File: src/include/uart_consts.svh
// Build-time constants for the UART line subsystem; include wherever a default or limit is needed
`ifndef UART_CONSTS_SVH
`define UART_CONSTS_SVH

// Clock cycles per serial bit, 25 MHz clock at 115200 baud
`define UART_CLKS_PER_BIT 217

// Receive FIFO entries, keep this a power of two
`define UART_FIFO_DEPTH 8

// Longest line the assembler counts before flagging it
`define LINE_MAX_LEN 32

// Line feed ends a line
`define LINE_TERM 8'h0A

`endif

File: src/uart_pkg.sv
// Serial-side types shared by the receiver, the FIFO and everything that reads received bytes
`default_nettype none

package uart_pkg;

  // One data byte off the wire
  typedef logic [7:0] uart_byte_t;

  // Index of a data bit inside a frame, LSB first
  typedef logic [2:0] uart_bit_idx_t;

  // Receiver FSM states
  typedef enum logic [1:0] {
    IDLE,
    START,
    DATA,
    STOP
  } uart_rx_state_t;

  // A received byte together with its stop-bit check
  typedef struct packed {
    uart_byte_t data;
    logic       framing_err;
  } rx_byte_t;

endpackage

`default_nettype wire

File: src/line_pkg.sv
// Line-side types for the assembler and anything that consumes line summaries
`default_nettype none

`include "uart_consts.svh"

package line_pkg;

  import uart_pkg::*;

  // Line length, wide enough to hold LINE_MAX_LEN itself
  typedef logic [$clog2(`LINE_MAX_LEN + 1)-1:0] line_len_t;

  // Summary reported with each line_done
  typedef struct packed {
    line_len_t  length;
    uart_byte_t checksum;
    logic       error;
  } line_info_t;

  typedef enum logic {
    COLLECT,
    OVERLONG
  } line_state_t;

endpackage

`default_nettype wire

File: src/uart_rx.sv
// 8N1 serial receiver with mid-bit sampling; emits one strobe per frame with a framing flag
`timescale 1ns/1ps
`default_nettype none

`include "uart_consts.svh"

module uart_rx
  import uart_pkg::*;
#(
  parameter int CLKS_PER_BIT = `UART_CLKS_PER_BIT
) (
  input  wire      clk,
  input  wire      reset,
  input  wire      serial_in,
  output logic     byte_valid,
  output rx_byte_t rx_data
);

  // One extra count value marks "stop bit was low, wait for idle line"
  localparam int CNT_W = $clog2(CLKS_PER_BIT + 1);

  localparam logic [CNT_W-1:0] HALF_BIT  = CNT_W'((CLKS_PER_BIT - 1) / 2);
  localparam logic [CNT_W-1:0] LAST_CNT  = CNT_W'(CLKS_PER_BIT - 1);
  localparam logic [CNT_W-1:0] WAIT_HIGH = CNT_W'(CLKS_PER_BIT);

  localparam uart_bit_idx_t LAST_BIT = 3'd7;

  uart_rx_state_t   state;
  logic [CNT_W-1:0] counter;
  uart_bit_idx_t    bit_idx;

  always_ff @(posedge clk) begin
    if (reset) begin
      state      <= IDLE;
      counter    <= '0;
      bit_idx    <= '0;
      byte_valid <= 1'b0;
      rx_data    <= '0;
    end else begin
      byte_valid <= 1'b0;

      case (state)
        IDLE: begin
          counter <= '0;
          bit_idx <= '0;
          // Falling edge of the start bit
          if (!serial_in) begin
            state <= START;
          end
        end

        START: begin
          if (counter == HALF_BIT) begin
            counter <= '0;
            // Line back high at mid-bit means it was a glitch
            if (serial_in) begin
              state <= IDLE;
            end else begin
              state <= DATA;
            end
          end else begin
            counter <= counter + 1'b1;
          end
        end

        DATA: begin
          if (counter == LAST_CNT) begin
            counter               <= '0;
            rx_data.data[bit_idx] <= serial_in;
            bit_idx               <= bit_idx + 1'b1;
            if (bit_idx == LAST_BIT) begin
              state <= STOP;
            end
          end else begin
            counter <= counter + 1'b1;
          end
        end

        STOP: begin
          if (counter == WAIT_HIGH) begin
            // Bad stop bit already reported, just wait out the low line
            if (serial_in) begin
              state <= IDLE;
            end
          end else if (counter == LAST_CNT) begin
            rx_data.framing_err <= ~serial_in;
            byte_valid          <= 1'b1;
            if (serial_in) begin
              state <= IDLE;
            end else begin
              counter <= WAIT_HIGH;
            end
          end else begin
            counter <= counter + 1'b1;
          end
        end

        default: begin
          state <= IDLE;
        end
      endcase
    end
  end

endmodule

`default_nettype wire

File: src/rx_fifo.sv
// Show-ahead byte FIFO between receiver and assembler; drops pushes when full and flags it
`timescale 1ns/1ps
`default_nettype none

`include "uart_consts.svh"

module rx_fifo
  import uart_pkg::*;
#(
  parameter int DEPTH = `UART_FIFO_DEPTH
) (
  input  wire      clk,
  input  wire      reset,
  input  wire      push,
  input  wire      rx_byte_t push_data,
  input  wire      pop,
  output rx_byte_t head,
  output logic     empty,
  output logic     overflow
);

  localparam int AW = $clog2(DEPTH);

  rx_byte_t    mem [DEPTH];
  // Extra MSB tells a full buffer from an empty one
  logic [AW:0] wr_ptr;
  logic [AW:0] rd_ptr;
  logic        full;
  logic        do_push;
  logic        do_pop;

  assign empty = (wr_ptr == rd_ptr);
  assign full  = (wr_ptr[AW] != rd_ptr[AW]) && (wr_ptr[AW-1:0] == rd_ptr[AW-1:0]);

  assign do_pop  = pop && !empty;
  // A pop in the same cycle frees the slot being written
  assign do_push = push && (!full || do_pop);

  assign head = mem[rd_ptr[AW-1:0]];

  always_ff @(posedge clk) begin
    if (do_push) begin
      mem[wr_ptr[AW-1:0]] <= push_data;
    end
  end

  always_ff @(posedge clk) begin
    if (reset) begin
      wr_ptr   <= '0;
      rd_ptr   <= '0;
      overflow <= 1'b0;
    end else begin
      if (do_push) begin
        wr_ptr <= wr_ptr + 1'b1;
      end
      if (do_pop) begin
        rd_ptr <= rd_ptr + 1'b1;
      end
      // Sticky until reset
      if (push && !do_push) begin
        overflow <= 1'b1;
      end
    end
  end

endmodule

`default_nettype wire

File: src/line_assembler.sv
// Drains the receive FIFO and reports length, XOR checksum and error for each LF-terminated line
`timescale 1ns/1ps
`default_nettype none

`include "uart_consts.svh"

module line_assembler
  import uart_pkg::*, line_pkg::*;
(
  input  wire        clk,
  input  wire        reset,
  input  wire        rx_byte_t head,
  input  wire        empty,
  input  wire        pause,
  output logic       pop,
  output logic       line_done,
  output line_info_t line_info
);

  localparam line_len_t MAX_LEN = line_len_t'(`LINE_MAX_LEN);

  line_state_t state;
  line_len_t   len;
  uart_byte_t  csum;
  logic        err;
  logic        is_term;

  // Every available byte is taken unless paused
  assign pop     = !empty && !pause;
  assign is_term = (head.data == `LINE_TERM);

  always_ff @(posedge clk) begin
    if (reset) begin
      state     <= COLLECT;
      len       <= '0;
      csum      <= '0;
      err       <= 1'b0;
      line_done <= 1'b0;
      line_info <= '0;
    end else begin
      line_done <= 1'b0;

      if (pop) begin
        if (is_term) begin
          line_done <= 1'b1;
          line_info <= '{length: len, checksum: csum, error: err | head.framing_err};
          state     <= COLLECT;
          len       <= '0;
          csum      <= '0;
          err       <= 1'b0;
        end else if (state == OVERLONG) begin
          // Length and checksum frozen until the terminator
          err <= 1'b1;
        end else if (len == MAX_LEN) begin
          state <= OVERLONG;
          err   <= 1'b1;
        end else begin
          len  <= len + 1'b1;
          csum <= csum ^ head.data;
          // bad stop bit still counts the byte
          err  <= err | head.framing_err;
        end
      end
    end
  end

endmodule

`default_nettype wire

File: src/uart_line_top.sv
// Top of the serial line subsystem; receiver feeds the FIFO, assembler drains it into line summaries
`timescale 1ns/1ps
`default_nettype none

`include "uart_consts.svh"

module uart_line_top
  import uart_pkg::*, line_pkg::*;
#(
  parameter int CLKS_PER_BIT = `UART_CLKS_PER_BIT
) (
  input  wire        clk,
  input  wire        reset,
  input  wire        serial_in,
  input  wire        pause,
  output logic       line_done,
  output line_info_t line_info,
  output logic       overflow
);

  logic     byte_valid;
  rx_byte_t rx_data;
  rx_byte_t head;
  logic     empty;
  logic     pop;

  uart_rx #(
    .CLKS_PER_BIT(CLKS_PER_BIT)
  ) u_rx (
    .clk       (clk),
    .reset     (reset),
    .serial_in (serial_in),
    .byte_valid(byte_valid),
    .rx_data   (rx_data)
  );

  rx_fifo #(
    .DEPTH(`UART_FIFO_DEPTH)
  ) u_fifo (
    .clk      (clk),
    .reset    (reset),
    .push     (byte_valid),
    .push_data(rx_data),
    .pop      (pop),
    .head     (head),
    .empty    (empty),
    .overflow (overflow)
  );

  line_assembler u_asm (
    .clk      (clk),
    .reset    (reset),
    .head     (head),
    .empty    (empty),
    .pause    (pause),
    .pop      (pop),
    .line_done(line_done),
    .line_info(line_info)
  );

endmodule

`default_nettype wire

File: config.mk
export PLATFORM = sky130hd
export DESIGN_NAME = uart_line_top
export DESIGN_NICKNAME = d
export VERILOG_FILES = /design/src/uart_pkg.sv /design/src/line_pkg.sv /design/src/uart_rx.sv /design/src/rx_fifo.sv /design/src/line_assembler.sv /design/src/uart_line_top.sv
export VERILOG_INCLUDE_DIRS = /design/src /design/src/include
export SDC_FILE = /design/constraint.sdc
export NUM_CORES = 1
export LEC_CHECK = 0
export ABC_AREA = 1
export BUFFER_PORTS_ARGS = -buffer_cell sky130_fd_sc_hd__buf_2
export CORE_ASPECT_RATIO = 0.6
export CORE_UTILIZATION = 45
export CTS_CLUSTER_SIZE = 14
export DETAILED_ROUTE_END_ITERATION = 7
export PLACE_DENSITY = 0.59
export SETUP_SLACK_MARGIN = 0.05
export SLEW_MARGIN = 15
export SYNTH_ARGS = -nofsm -noshare
export SYNTH_HDL_FRONTEND = slang
export SYNTH_SLANG_ARGS = --single-unit
File: constraint.sdc
create_clock -name clk -period 5.5 [get_ports clk]
set_input_delay 1.65 -clock clk [delete_from_list [all_inputs] [get_ports clk]]
set_output_delay 1.65 -clock clk [all_outputs]
set_load 0.05 [all_outputs]
[Word level (Yosys, flattened, before mapping)]
Memories as Yosys holds them, arrays and structs flattened. A register that Yosys moved wholly into a read port is not among the register bits.
Index checks and enable logic that the tools add are counted.
Cells by class
  $add $sub $neg: 5
  order comparisons: 2
  eq/ne operators: 21
  multiplexer cells: 38
  bitwise logic cells: 6
  reductions and logical operators: 22
Operator list (number)
  $mux W8: 8
  $pmux W8 S4: 1
  $mux W6: 3
  $eq A8 B8 Y1 const B: 2
  $mux W2: 8
  $mux W1: 11
  $mux W3: 3
  $add A4 B1 Y4 const B: 2
  $add A8 B1 Y8 const B: 1
  $bwmux W8: 1
  $eq A8 B4 Y1 const B: 1
  $eq A8 B7 Y1 const B: 1
  $ne A2 B1 Y1 const B: 4
  $pmux W2 S4: 1
  $reduce_and A2 Y1: 4
  $xor A8 B8 Y8: 1
  $add A6 B1 Y6 const B: 1
  $eq A6 B6 Y1 const B: 1
  $logic_and A1 B1 Y1: 6
  $ne A2 B2 Y1 const B: 3
  $pmux W3 S2: 1
  $reduce_and A3 Y1: 2
  $reduce_and A5 Y1: 1
  $eq A2 B2 Y1 const B: 2
  19 further kinds: 25
Storage, ports and cells
  register bits: 64
  bits in writable memories: 72
  bits of input ports: 4
  logic and storage cells: 112
  memories: 1
Memory list
  u_fifo.mem: depth 8, bits a word 9, read ports 1, clocked after memory_dff 1, write ports 1, RTL line rx_fifo.sv:24  | rx_byte_t mem [DEPTH];

[Logic depth before layout (Yosys ltp)]
  depth after elaboration: 8
  mapped depth: 15
  depth with buffers taken out: 14

[Modules after synthesis]
Synthesis repeated with hierarchy kept, for this count alone.
Unflattened totals
  cells, all modules: 719
  area total of the unflattened synthesis: 6299.8 sq um
By module, submodules not included
  rx_fifo: instances 1, cells an instance 310, area each 3435.8 sq um, seq. area each 2402.3 sq um
  line_assembler: instances 1, cells an instance 235, area each 1624.1 sq um, seq. area each 640.6 sq um
  uart_rx: instances 1, cells an instance 174, area each 1239.9 sq um, seq. area each 460.4 sq um

[Worst setup path after synthesis]
OpenSTA, ideal clock, no wires.
  kind: input-to-reg
  from: input pause
  to: memory u_fifo.mem[6][0] in the netlist's numbering, enable pin
  setup time: 0.387 ns
  arrival time: 2.799 ns
  required time: 5.113 ns
  slack: 2.314 ns
  stages on the path: 7
  path through: inv_1 -> nor2_1 -> nand3_1 -> nand2_1 -> inv_1 -> nand2_1 -> nor3_1
On the way
  cells in the longest elaborated chain, start to end: 7
RTL lines
  start, declared: RTL line uart_line_top.sv:15  | input wire pause,
  $logic_not A1 Y1: RTL line line_assembler.sv:29  | assign pop = !empty && !pause;
  $logic_and A1 B1 Y1: RTL line line_assembler.sv:29
  $logic_and A1 B1 Y1: RTL line rx_fifo.sv:35  | assign do_pop = pop && !empty;
  $logic_or A1 B1 Y1: RTL line rx_fifo.sv:37  | assign do_push = push && (!full || do_pop);
  $logic_and A1 B1 Y1: RTL line rx_fifo.sv:37
  $mux W1: RTL line rx_fifo.sv:42  | if (do_push) begin
  $mux W1 (not written as such): RTL line rx_fifo.sv:43  | mem[wr_ptr[AW-1:0]] <= push_data;
  end, declared: RTL line rx_fifo.sv:24
No other way between the ends.

==> summary.md <==
| Metric | Value |
|---|---|
| Core Region | 13100 µm² |
| Synth Area in Simple Gates | 0.241 |
| Routed length on met2 | 5930 µm |
| Most frequent cells in the layout | sky130_fd_sc_hd__nand2_1 (173), sky130_fd_sc_hd__inv_1 (107), sky130_fd_sc_hd__nand3_1 (80) |
| Placed insts | a little under 900 |
| Area of the mapped netlist | between 6000 and 7000 µm² |
| Max layer used | met4 |
| Pre-Repair DR Iteration Count | 5 |
| Synthesized-area fraction occupied by ao, oa, aoi and oai cells | 0.0638 |
| Area delta synth->final | 12.4% |
| Clock transition at path regs | 60 ps |
| Final routed DRC violation total | 0 |
| Setup fix buffers added after clock tree synthesis | 0 |
| Slew at the pin with the worst max-slew slack | 988 ps |
| Adder and majority cell fraction of the synthesized area | 0.0182 |
| Post-detailed-placement half-perimeter wirelength | 9910 µm |
| Placement-stage worst setup slack | 1840 ps |
| Final setup viols | 0 |
| Std cell rows | 32 |
| Fraction of layout instances using a drive strength above 1 | 0.101 |
| Number of library cell types mapped by synthesis | 31 |
| GR Util All Layers | 0.214 |
| Outcome | finished clean |
| Mean area per synthesized cell | 8.70 µm² |
| Share of the synthesized netlist area taken by xor and xnor gates | 0.0199 |
| Total congestion overflow | 0 |
| Standard cell area after detailed placement | 6380 µm² |
| Hold Crit Class | reg2reg |
| Max_slew headroom | 0.339 |
| Leak Pwr | between 2 and 3 nW |
| Top Ports | 21 |
| Main combinational cell family by area after synthesis | simple AND/OR/NAND/NOR gates |
| Worst Setup Start Kind | primary input |
| Number of gates resized after cts | 0 |
| Total nets after synthesis | 723 |
| Post-synthesis instance total | slightly above 700 |
| Share of synthesized area occupied by flip-flops and latches | 0.567 |
| Most common cell after layout, fill and taps aside | sky130_fd_sc_hd__nand2_1 |
| Post-layout total power | roughly 2.4 mW |
| Maximum clock path buffer count | 2 |
| Power density of the placed cells | about 350 nW/µm² |
| Met3 wire length | 843 µm |
| Routability Congestion | a little over 0.8 |
| Detailed Route Iter0 Violations | 357 |
| Antenna Nets Post-Route | 0 |
| Number of endpoints with negative hold slack in the final report | 0 |
| Top cells by area in the synthesized netlist | sky130_fd_sc_hd__edfxtp_1 (35%), sky130_fd_sc_hd__dfxtp_1 (22%), sky130_fd_sc_hd__nand2_1 (11%) |
| Clock tree from TritonCTS | yes |
| Reg-to-reg slack, setup | 2640 ps |
| Number of max-cap violations | 0 |
| Worst clock skew | 9.88 ps |
| Max frequency | 320 MHz |
| Count of nets after finishing | 744 |
| Max FO, Critical Path | 23 |
| Total wire length | 14300 µm |
| Fin crit share | 0.568 |
| Total Negative Setup Slacks | 0 ps |
| Setup repair after global routing missed its margin | false |
| Clk Latency, worst-skew pair | 410 ps |
| Top cell type's share of synthesized area | 0.350 |
| Root buf cell | sky130_fd_sc_hd__clkbuf_16 |
| Vias in the first global route | roughly 4500 |
| WP data arrival | 3410 ps |
| Multiplexer share of the synthesized area | 0 |
| Crit path time final | around 3100 ps |
| Effective utilization at floorplan | 0.472 |
| Met1 Routed Length | 7380 µm |
| Crit path setup slack, layout | between 2000 and 2500 ps |
| Level count of the clock H-tree | 4 |
| Post-synthesis register bit count | 139 |
| Synth area leader | sky130_fd_sc_hd__edfxtp_1 |
| Req. time, crit path | ~5800 ps |
| Width of the die | 153 µm |
| Post-layout instance area | 6940 µm² |
| Number of fillers in the final layout | 1213 |
| Full die area | between 10000 and 15000 µm² |
| Vias per Instance | about 5.1 |
| Number of hold-repair buffers added at the cts stage | 0 |
| WL per Instance | 15.6 µm |
| Number of clock buffers inserted by TritonCTS | 17 |
| Initial antenna violation count | 0 |
| Count of final max-slew check failures | 0 |
| Worst supply voltage drop on vdd | 0.206 mV |
| Pin count of the biggest net entering global routing | 40 |
| Antenna diodes | 0 |
| Die outline height | 92.7 µm |
| Wire length of the first global-routing pass | 22800 µm |
| Final cell count without fillers | 914 |
| CTS sink count | 139 |
| Type of element capturing the critical path | flip-flop |
| Yosys warns | 0 |
| Routed via count | 4686 |
| Start-to-end type of the worst setup path | in2reg |
| Count of input and output buffers | 20 |
## power by group
group          total, mW  switching, mW  internal, mW
Clock               1.08          0.433         0.646
Sequential          1.12         0.0209          1.10
Combinational      0.212          0.152        0.0593
Total               2.41          0.606          1.81
## worst paths after layout
| check | startpoint | end | depth (start not counted) |
|---|---|---|---|
| worst min-delay path | u_asm.line_info[0] | u_asm.line_info[0] | 2 |
| worst max-delay path | reset | u_asm.line_info[11] | 7 |
| worst min register to register | u_asm.line_info[0] | u_asm.line_info[0] | 2 |
| worst max register to register | flip-flop | u_asm.line_info[11] | 14 |
## cells in the mapped netlist
cell type	n
sky130_fd_sc_hd__nor3_1	15
sky130_fd_sc_hd__buf_4	1
sky130_fd_sc_hd__a221oi_1	1
sky130_fd_sc_hd__nor4_1	1
sky130_fd_sc_hd__nand4_1	10
sky130_fd_sc_hd__o21ai_2	10
sky130_fd_sc_hd__o22ai_1	2
sky130_fd_sc_hd__ha_1	9
sky130_fd_sc_hd__xnor2_1	6
sky130_fd_sc_hd__nand3b_1	1
sky130_fd_sc_hd__nor3b_1	1
sky130_fd_sc_hd__a21oi_1	25
sky130_fd_sc_hd__nor2_2	3
sky130_fd_sc_hd__clkinv_1	3
sky130_fd_sc_hd__buf_2	10
sky130_fd_sc_hd__nand2_1	173
sky130_fd_sc_hd__nand3_1	80
sky130_fd_sc_hd__dfxtp_1	67
sky130_fd_sc_hd__inv_1	107
sky130_fd_sc_hd__clkbuf_1	5
sky130_fd_sc_hd__edfxtp_1	72
sky130_fd_sc_hd__nor2_1	60
sky130_fd_sc_hd__xor2_1	8
sky130_fd_sc_hd__inv_2	3
sky130_fd_sc_hd__o211ai_1	2
sky130_fd_sc_hd__or2_2	2
sky130_fd_sc_hd__buf_6	5
sky130_fd_sc_hd__o21ai_0	20
sky130_fd_sc_hd__nor2_4	1
sky130_fd_sc_hd__nand3_2	1
sky130_fd_sc_hd__a211oi_1	6
## state kept, by name, summed over array words and instances, names as in the netlist, 3 cells and up, named ones only
| register | count |
|---|---|
| u_asm.len | 6 |
| u_asm.csum | 8 |
| u_asm.line_info | 15 |
| u_fifo.mem | 72 |
| u_rx.bit_idx | 3 |
| u_fifo.wr_ptr | 4 |
| u_rx.counter | 8 |
| u_fifo.rd_ptr | 4 |
| u_rx.rx_data | 9 |
## stage by stage
stage                     hold WS (ps)   util
after global routing               467  0.530
after detailed placement           438  0.487
after global placement             427  0.487
after CTS                          452  0.530
final                              452  0.530
after floorplan                    447      -
## final cells by class
type | instances | area, µm² | share of cell area
Clock buffer | 21 | 462 | 0.0665
Clock inverter | 11 | 95.1 | 0.0137
Inverter | 113 | 424 | 0.0611
Multi-Input combinational cell | 437 | 2120 | 0.306
Sequential cell | 139 | 3500 | 0.505
Tap cell | 170 | 213 | 0.0306
Timing Repair Buffer | 23 | 123 | 0.0177
## logic make-up after synthesis
family / Yosys count
DFF: 139
buffers and inverters: 134
xor gates and xnor gates: 14
AOI/OAI and AO/OA: 66
adders and majority gates: 9
and+or+nand+nor: 348
## per-layer routing
metal	vias to the layer above	track usage
li1	2341	-
met1	2207	0.311
met2	125	0.310
met3	13	0.0468
met4	0	0.0758
met5	-	0
## critical path, cell delays in order
cell and delay [ps]:
sky130_fd_sc_hd__buf_2 420, sky130_fd_sc_hd__clkinv_1 550, sky130_fd_sc_hd__buf_4 350, sky130_fd_sc_hd__nand2_1 110, sky130_fd_sc_hd__inv_2 150, sky130_fd_sc_hd__nand2_1 90, sky130_fd_sc_hd__o21ai_0 70
Note: power is estimated with default switching activity, not from simulation.
